File: src/hw/tcb_pkg.sv
////////////////////////////////////////////////////////////////////////////
// bus protocol definitions for the tightly coupled bus (TCB)
// widths, size and endianness codes, request and response payloads
// imported by every block that talks on the bus
////////////////////////////////////////////////////////////////////////////

`default_nettype none

package tcb_pkg;

  // bus widths
  localparam int unsigned tcb_adr_w = 16;
  localparam int unsigned tcb_dat_w = 32;
  // byte lanes and the address bits that pick one
  localparam int unsigned tcb_ben_w = tcb_dat_w / 8;
  localparam int unsigned tcb_off_w = $clog2(tcb_ben_w);

  // cycles from transfer to response
  localparam int unsigned tcb_hsk_dly = 1;

  // logarithmic transfer size, 2**siz bytes
  typedef logic [1:0] tcb_siz_t;
  // largest legal size on a 32-bit path (word)
  localparam tcb_siz_t tcb_siz_max = 2'd2;

  // endianness
  typedef enum logic {
    tcb_little = 1'b0,
    tcb_big    = 1'b1
  } tcb_ndn_t;

  // manager side request, data right aligned
  typedef struct packed {
    logic                 wen;
    logic [tcb_adr_w-1:0] adr;
    tcb_siz_t             siz;
    tcb_ndn_t             ndn;
    logic [tcb_dat_w-1:0] wdt;
  } tcb_req_log_t;

  // memory side request, data placed on byte lanes
  typedef struct packed {
    logic                      wen;
    logic [tcb_adr_w-1:0]      adr;
    logic [tcb_ben_w-1:0]      ben;
    logic [tcb_ben_w-1:0][7:0] wdt;
  } tcb_req_ben_t;

  // response, sts set means error
  typedef struct packed {
    logic [tcb_dat_w-1:0] rdt;
    logic                 sts;
  } tcb_rsp_t;

endpackage

`default_nettype wire

File: src/hw/mem_pkg.sv
////////////////////////////////////////////////////////////////////////////
// memory map of the two SRAM banks
// bank geometry and the address fields used by the demux and the banks
////////////////////////////////////////////////////////////////////////////

`default_nettype none

package mem_pkg;

  // words in one bank
  localparam int unsigned mem_depth = 256;
  localparam int unsigned mem_idx_w = $clog2(mem_depth);
  typedef logic [mem_idx_w-1:0] mem_idx_t;

  // word index sits right above the byte offset
  localparam int unsigned mem_idx_lsb = 2;
  // bank select, 0x0000-0x03ff bank 0, 0x0400-0x07ff bank 1
  localparam int unsigned mem_sel_bit = 10;
  // any set bit from here up is unmapped
  localparam int unsigned mem_hi_lsb = 11;

endpackage

`default_nettype wire

File: src/hw/tcb_if.sv
////////////////////////////////////////////////////////////////////////////
// TCB point to point link between a manager and a subordinate
// request payload type is a parameter, the response is shared
// keeps a copy of the last transferred request for the response side
////////////////////////////////////////////////////////////////////////////

`timescale 1ns/1ps
`default_nettype none

interface tcb_if #(
  parameter type req_t = tcb_pkg::tcb_req_ben_t
)(
  input logic clk
);
  import tcb_pkg::*;

  // handshake
  logic     vld;
  logic     rdy;
  // transfer in this cycle
  logic     trn;

  // payloads
  req_t     req;
  tcb_rsp_t rsp;

  // request that the current response belongs to
  req_t     req_dly;

  assign trn = vld & rdy;

  // one register deep, matching the fixed response delay
  always_ff @(posedge clk) begin
    if (trn) begin
      req_dly <= req;
    end
  end

  // manager drives the request and samples the response
  modport man (
    output vld,
    output req,
    input  rdy,
    input  trn,
    input  rsp
  );

  // subordinate answers, and may look back at the delayed request
  modport sub (
    input  vld,
    input  req,
    output rdy,
    input  trn,
    output rsp,
    input  req_dly
  );

endinterface

`default_nettype wire

File: src/hw/tcb_demux.sv
////////////////////////////////////////////////////////////////////////////
// address decoder between the converter and the two SRAM banks
// routes each request to one bank or answers it with an error,
// and merges the bank responses one cycle later
////////////////////////////////////////////////////////////////////////////

`timescale 1ns/1ps
`default_nettype none

module tcb_demux (
  input  logic clk,
  input  logic arst_n,
  // converter flagged a misaligned request
  input  logic align_err,
  tcb_if.sub   sub,
  tcb_if.man   bank0,
  tcb_if.man   bank1
);
  import tcb_pkg::*;
  import mem_pkg::*;

  ////////////////////////////////////////////////////////////////////////////
  // request decode
  ////////////////////////////////////////////////////////////////////////////

  logic req_sel;
  logic req_map;
  logic req_err;

  // bank select and mapped range
  assign req_sel = sub.req.adr[mem_sel_bit];
  assign req_map = ~|sub.req.adr[tcb_adr_w-1:mem_hi_lsb];
  assign req_err = align_err | ~req_map;

  // only the selected bank sees vld, never on error
  assign bank0.vld = sub.vld & ~req_err & ~req_sel;
  assign bank1.vld = sub.vld & ~req_err &  req_sel;

  // both banks get the same payload
  assign bank0.req = sub.req;
  assign bank1.req = sub.req;

  // errors are accepted at once, even during the sweep
  assign sub.rdy = req_err ? 1'b1 : (req_sel ? bank1.rdy : bank0.rdy);

  ////////////////////////////////////////////////////////////////////////////
  // response merge
  ////////////////////////////////////////////////////////////////////////////

  // which source answers in the next cycle
  logic rsp_sel;
  logic rsp_err;

  always_ff @(posedge clk or negedge arst_n) begin
    if (!arst_n) begin
      rsp_sel <= 1'b0;
      rsp_err <= 1'b0;
    end else if (sub.trn) begin
      rsp_sel <= req_sel;
      rsp_err <= req_err;
    end
  end

  // error answer has no data
  assign sub.rsp = rsp_err ? '{rdt: '0, sts: 1'b1} :
                   (rsp_sel ? bank1.rsp : bank0.rsp);

  // one bank at a time
  a_one_bank: assert property (
    @(posedge clk) disable iff (!arst_n)
    !(bank0.vld && bank1.vld)
  );

endmodule

`default_nettype wire

File: src/flat_wrapper.sv
// flat-port wrapper written by rule: the top's interface ports become plain ports
module tcb_demux_flat import tcb_pkg::*; import mem_pkg::*;
  (clk, arst_n, align_err, sub_vld, sub_req, sub_rdy, sub_rsp, bank0_vld, bank0_req, bank0_rdy, bank0_rsp, bank1_vld, bank1_req, bank1_rdy, bank1_rsp);
  tcb_if sub_i (.clk(clk));
  tcb_if bank0_i (.clk(clk));
  tcb_if bank1_i (.clk(clk));
  input  logic clk;
  input  logic arst_n;
  input  logic align_err;
  input wire logic [$bits(sub_i.vld)-1:0] sub_vld;
  input wire logic [$bits(sub_i.req)-1:0] sub_req;
  output wire logic [$bits(sub_i.rdy)-1:0] sub_rdy;
  output wire logic [$bits(sub_i.rsp)-1:0] sub_rsp;
  output wire logic [$bits(bank0_i.vld)-1:0] bank0_vld;
  output wire logic [$bits(bank0_i.req)-1:0] bank0_req;
  input wire logic [$bits(bank0_i.rdy)-1:0] bank0_rdy;
  input wire logic [$bits(bank0_i.rsp)-1:0] bank0_rsp;
  output wire logic [$bits(bank1_i.vld)-1:0] bank1_vld;
  output wire logic [$bits(bank1_i.req)-1:0] bank1_req;
  input wire logic [$bits(bank1_i.rdy)-1:0] bank1_rdy;
  input wire logic [$bits(bank1_i.rsp)-1:0] bank1_rsp;
  assign sub_i.vld = sub_vld;
  assign sub_i.req = sub_req;
  assign sub_rdy = sub_i.rdy;
  assign sub_rsp = sub_i.rsp;
  assign bank0_vld = bank0_i.vld;
  assign bank0_req = bank0_i.req;
  assign bank0_i.rdy = bank0_rdy;
  assign bank0_i.rsp = bank0_rsp;
  assign bank1_vld = bank1_i.vld;
  assign bank1_req = bank1_i.req;
  assign bank1_i.rdy = bank1_rdy;
  assign bank1_i.rsp = bank1_rsp;
  tcb_demux u_core (.clk(clk), .arst_n(arst_n), .align_err(align_err), .sub(sub_i), .bank0(bank0_i), .bank1(bank1_i));
endmodule
File: config.mk
export PLATFORM = sky130hd
export DESIGN_NAME = tcb_demux_flat
export DESIGN_NICKNAME = d
export VERILOG_FILES = /design/src/hw/tcb_pkg.sv /design/src/hw/mem_pkg.sv /design/src/hw/tcb_if.sv /design/src/hw/tcb_demux.sv /design/src/flat_wrapper.sv
export SDC_FILE = /design/constraint.sdc
export NUM_CORES = 1
export LEC_CHECK = 0
export ABC_AREA = 0
export BUFFER_PORTS_ARGS = -buffer_cell sky130_fd_sc_hd__buf_2
export CAP_MARGIN = 20
export CORE_AREA = 2 2 105 107
export DETAILED_ROUTE_END_ITERATION = 10
export DIE_AREA = 0 0 107 109
export GPL_TIMING_DRIVEN = 1
export PLACE_DENSITY_LB_ADDON = 0.05
export SLEW_MARGIN = 20
export SYNTH_ARGS = -nofsm -noshare
export SYNTH_HDL_FRONTEND = slang
export SYNTH_SLANG_ARGS = --single-unit
export TNS_END_PERCENT = 1
File: constraint.sdc
create_clock -name clk -period 2.1 [get_ports clk]
set_clock_uncertainty 0.1 [all_clocks]
set_input_delay 0.21 -clock clk [delete_from_list [all_inputs] [get_ports clk]]
set_output_delay 0.21 -clock clk [all_outputs]
set_load 0.03 [all_outputs]
==> impl_metrics.py, run 1 <==
metrics = {
    "run_status": {
        "status": "completed",
    },
    "setup_path": {
        "startpoint": "u_core.rsp_sel",
        "start_kind": "flop",
        "path_cells": "buf_12 -> mux2i_1 -> nor2_1 -> buf_2",
        "cp_slowest_cell": "dfrtp_2",
        "endpoint_kind": "primary output",
        "worstPathMaxFanout": 28,
        "r2r-start": "u_core.rsp_sel",
        "crit_family": "flip-flops",
        "cp.required_ns": 1.79,
        "crit_type": "flop to primary output",
        "cpPeakStageDelay_ns": 0.54,
        "cp.arrival_ns": 1.53,
        "worst-path-buf-inv": 2,
    },
    "cts": {
        "cts_tree": "done",
        "clock_sinks": 2,
        "postCtsSetupRepairBufs": 0,
        "cts_buffers": 3,
        "clock_latency_ns": 0.22,
        "clockRootBuffer": "clkbuf_8",
        "clkTransAtPathRegs_ns": 0.03,
        "cts_buffer_depth": 2,
        "ctsHtreeMaxLevel": 1,
    },
    "die": {
        "rows": 38,
        "die_h_um": 109,
        "initial_core_util": 0.138,
        "io_pins": 267,
        "die_x_um": 107,
        "die-area_um2": 11700,
        "fp.coreArea_um2": 10600,
    },
    "hold_path": {
        "hp-start": "bank0_rdy",
        "min_path_type": "input port to flop",
    },
    "synth": {
        "synth.distinct_cells": 20,
        "avgSynthCellArea_um2": 7.44,
        "synth.yosys.seq_area_share": 0.0341,
        "synthCells": 197,
        "syn-num-nets": 322,
        "netlist_area_um2": 1470,
        "ys_ff_latch": 2,
        "synth_warnings": 0,
    },
    "sta": {
        "relSlewSlack": 0.769,
        "tns_ns": 0,
        "fmax_mhz": 544,
        "finalCritPeriodShare": 0.876,
        "worst_pin_slew_ns": 0.347,
        "rsz0062_at_grt": "no",
        "period_needed_ns": 1.84,
        "drv_slew": 0,
        "setup-violations-final": 0,
        "hold_violations": 0,
    },
    "placed_design": {
        "gp_congestion": 0.601,
        "io_buffers": 125,
        "hpwl_um": 3700,
        "placedInstanceArea_um2": 1450,
    },
    "global_route": {
        "grt_max_degree": 31,
        "grt_pass1_wl_um": 6000,
        "track_usage": 0.0681,
        "grt_pass1_vias": 1143,
        "antenna_found_initial": 0,
        "grt_overflow": 0,
    },
    "final_layout": {
        "drive_gt1_frac": 0.623,
        "syn2layout_area_growth_pct": 2.47,
        "layout.nets": 341,
        "antenna_cells": 0,
        "fillers": 1226,
        "post-route-util": 0.142,
        "final_area_um2": 1500,
    },
    "power_and_ir_drop": {
        "peakVddDrop_mv": 0.118,
        "power.density_nw_per_um2": 403,
        "power.leakage_nw": 0.870,
    },
    "detailed_routing": {
        "drc": 0,
        "vias": 1204,
        "via_per_inst": 3.39,
        "routedWlPerCell_um": 12.7,
        "wirelength_um": 4490,
        "dr.first_iter.drc_count": 33,
        "ant_nets": 0,
        "drtPass1Iterations": 3,
    },
    "job": {
        "cap_violations": 0,
    },
}
## logic make-up after synthesis
kind of cell           synth area share
AOI/OAI and AO/OA                0.0264
buffers and inverters             0.584
and+or+nand+nor                   0.131
muxes                             0.225
DFF                              0.0341
## through the flow
stage | worst slack (ns) | std cells | power [mW] | hold slack [ns]
global route | 0.154 | 355 | 0.649 | 0.234
detailed placement | 0.425 | 350 | 0.451 | -0.0908
global placement | 0.432 | 350 | 0.451 | -0.0923
CTS | 0.181 | 355 | 0.627 | 0.201
floorplan | 0.576 | 197 | 0.648 | -0.186
finish | 0.261 | 355 | 0.605 | 0.196
## power breakdown
part,leakage (nW),internal (mW),switching (mW)
clock,0.0228,0.129,0.0357
sequential,0.0210,0.0427,0.0133
combinational,0.826,0.158,0.227
## worst min-delay path: stages
cell,delay (ns)
buf_2,0.09
nand4b_1,0.10
a2bb2oi_1,0.06
## layout make-up
type | count | area (um^2) | area share
timing repair buffer | 128 | 663 | 0.441
multi-input combinational | 79 | 561 | 0.373
tap | 140 | 175 | 0.117
sequential | 2 | 51.3 | 0.0341
clock buffer | 4 | 45.0 | 0.0300
inverter | 2 | 7.51 | 0.00500
## path summary, 6_finish.rpt
path / to / slack [ns] / cells after the start
hold / removal: u_core.rsp_sel / 0.20 / 3
setup reg to reg: u_core.rsp_sel / 1.09 / 2
hold reg to reg: u_core.rsp_err / 0.57 / 2
setup / recovery: sub_rsp[11] / 0.26 / 4
max in group asynchronous: u_core.rsp_sel / 1.57 / 2
min in group asynchronous: u_core.rsp_sel / 0.22 / 2
## flip-flops by register name, indices dropped and copies added (netlist names)
signal and flops:
u_core.rsp_err 1, u_core.rsp_sel 1
## metal layers
metal	part of all wire	wire length [um]	global-route usage	vias to the layer above
li1	-	-	-	562
met1	0.34	1520	0.0626	505
met2	0.47	2090	0.121	109
met3	0.13	587	0.0209	28
met4	0.065	290	0.0622	0
met5	0	0	0	-
## Yosys cell counts (all sizes together)
library cell | number | area [um^2]
buf | 110 | 833
mux2i | 33 | 330
o21ai | 2 | 10.0
nor4 | 1 | 21.3
nor3b | 1 | 12.5
nor2b | 1 | 6.26
inv | 2 | 7.51
dfrtp | 2 | 50.1
a31oi | 1 | 6.26
a2bb2oi | 1 | 8.76
and3 | 1 | 6.26
and2 | 1 | 8.76
nand2 | 1 | 3.75
nor2 | 33 | 124
a211o | 1 | 8.76
a21oi | 1 | 5.00
nand4b | 1 | 8.76
clkbuf | 4 | 15.0
## layout by cell type, fill, tap and decap left out, drive strengths merged
cell type / count
nor2b: 1
and3: 1
o21ai: 2
a31oi: 1
a2bb2oi: 1
inv: 2
a21oi: 1
mux2i: 33
a211o: 1
nor3b: 1
nor2: 33
nor4: 1
and2: 1
clkbuf: 4
dlygate4sd3: 1
nand4b: 1
nand2: 1
dfrtp: 2
buf: 127
## repair_timing
item                                   CTS  global route
resized for setup                        0             0
hold buffers                             1             0
endpoints found under the hold margin    2             0
No activity file was read; power rests on OpenSTA's default activity.
==> inputs of run 2 (changes only) <==
MAX_ROUTING_LAYER = met4   (was not set)
==> run 2 against run 1 <==
Against the previous run: global-route usage up 0.20 points; flip-flop and latch count unchanged; highest routed layer unchanged; count of clock-buffer cells in the layout unchanged; critical path type unchanged; die area unchanged.
==> impl_metrics.py, run 2 (synthesis results as in run 1) <==
metrics = {
    "cts": {
        "clock_sinks": 2,
        "ctsHtreeMaxLevel": 1,
        "cts_buffer_depth": 2,
        "clockRootBuffer": "clkbuf_8",
        "clkTransAtPathRegs_ns": 0.03,
        "cts_tree": "done",
        "clock_latency_ns": 0.22,
        "cts_buffers": 3,
    },
    "setup_path": {
        "crit_type": "flop to primary output",
        "cp.arrival_ns": 1.53,
        "cp_slowest_cell": "dfrtp_2",
        "start_kind": "flop",
        "path_cells": "buf_12 -> mux2i_1 -> nor2_1 -> buf_2",
        "endpoint_kind": "primary output",
        "cp.required_ns": 1.79,
        "r2r-start": "u_core.rsp_sel",
        "worst-path-buf-inv": 2,
        "startpoint": "u_core.rsp_sel",
        "worstPathMaxFanout": 28,
        "crit_family": "flip-flops",
        "cpPeakStageDelay_ns": 0.54,
    },
    "final_layout": {
        "fillers": 1226,
        "antenna_cells": 0,
        "syn2layout_area_growth_pct": 2.47,
        "largestRegisters": "u_core.rsp_err x1, u_core.rsp_sel x1",
        "seq_area_um2": 51.3,
        "final_cell_mix": "buf_2, mux2i_1, nor2_1",
        "layout.nets": 341,
        "multi_input_area_um2": 561,
        "final_common_cell": "buf_2",
        "drive_gt1_frac": 0.623,
    },
    "power_and_ir_drop": {
        "swShare": 0.455,
        "power.density_nw_per_um2": 403,
        "p_sw_mw": 0.275,
        "p_int_mw": 0.330,
        "clkPwrFrac": 0.272,
        "combPwrFrac": 0.635,
        "power.leakage_nw": 0.870,
        "seq_power_share": 0.092,
        "peakVddDrop_mv": 0.118,
        "fin_total_pwr_mw": 0.605,
    },
    "die": {
        "die-area_um2": 11700,
        "io_pins": 267,
        "fp.coreArea_um2": 10600,
        "die_h_um": 109,
        "die_x_um": 107,
        "rows": 38,
        "initial_core_util": 0.138,
    },
    "global_route": {
        "grt_pass1_vias": 1145,
        "grt_max_degree": 31,
        "grt_pass1_wl_um": 5990,
        "track_usage": 0.0701,
        "antenna_found_initial": 0,
        "grt_overflow": 0,
    },
    "sta": {
        "rsz0062_at_grt": "no",
        "fmax_mhz": 544,
        "worst_pin_slew_ns": 0.347,
        "hold_violations": 0,
        "relSlewSlack": 0.769,
        "setup-violations-final": 0,
        "drv_slew": 0,
        "tns_ns": 0,
        "finalCritPeriodShare": 0.876,
        "period_needed_ns": 1.84,
    },
    "hold_path": {
        "hp-start": "bank0_rdy",
        "min_path_type": "input port to flop",
    },
    "job": {
        "cap_violations": 0,
    },
    "detailed_routing": {
        "ant_nets": 0,
        "drtPass1Iterations": 3,
        "vias": 1206,
        "routedWlPerCell_um": 12.7,
        "wirelength_um": 4500,
        "drc": 0,
        "via_per_inst": 3.40,
        "dr.first_iter.drc_count": 32,
    },
    "placed_design": {
        "gp_congestion": 0.604,
        "io_buffers": 125,
        "hpwl_um": 3700,
    },
    "run_status": {
        "status": "completed",
    },
}
==> run 2: cell counts in the layout (fill, tap and decap cells not counted) <==
No cell type changed its count.
==> run 2: metal layers <==
metal | routed length [um] | track usage | part of all wire
met5 | 0 | - | 0
met4 | 288 | 0.0622 | 0.064
met3 | 585 | 0.0197 | 0.13
met2 | 2090 | 0.121 | 0.47
met1 | 1530 | 0.0633 | 0.34
==> run 2: worst paths after layout <==
check / end / slack [ns] / depth (start not counted)
max reg2reg: u_core.rsp_sel / 1.09 / 2
min in group asynchronous: u_core.rsp_sel / 0.22 / 2
max in group asynchronous: u_core.rsp_sel / 1.57 / 2
min: u_core.rsp_sel / 0.20 / 3
max: sub_rsp[11] / 0.26 / 4
min reg2reg: u_core.rsp_err / 0.57 / 2
==> run 2: power by group through the flow <==
stage / logic [mW] / registers [mW] / clock network, mW
after global placement: 0.394 / 0.0568 / 0
after CTS: 0.396 / 0.0573 / 0.174
after detailed placement: 0.393 / 0.0574 / 0
after global routing: 0.417 / 0.0579 / 0.174
after floorplan: 0.605 / 0.0434 / 0
final: 0.384 / 0.0560 / 0.165
==> run 2: tightest hold or removal path: cells and delay by family <==
family | cells | cell delay [ns]
AOI/OAI and AO/OA | 1 | 0.06
buffers and inverters | 1 | 0.09
and+or+nand+nor | 1 | 0.10
==> run 2: area by class of cell <==
cell class	instances	area share
multi-input cells	79	0.373
flip-flops and latches	2	0.0341
repair buffers	128	0.441
clock buffers	4	0.0300
inverters	2	0.00500
well taps	140	0.117
==> run 2: timing repair <==
action	CTS	global route
hold buffers	1	0
endpoints found under the hold margin	2	0
setup buffers	0	0
resized for setup	0	0
==> run 2: per-stage QoR <==
step | setup slack, ns | cells | instance area, um^2 | hold WS (ns) | util
after global routing | 0.154 | 355 | 1500 | 0.234 | 0.142
after detailed placement | 0.425 | 350 | 1450 | -0.0908 | 0.137
after global placement | 0.432 | 350 | 1450 | -0.0923 | 0.137
after CTS | 0.181 | 355 | 1500 | 0.201 | 0.142
final | 0.261 | 355 | 1500 | 0.196 | 0.142
after floorplan | 0.576 | 197 | 1470 | -0.186 | -
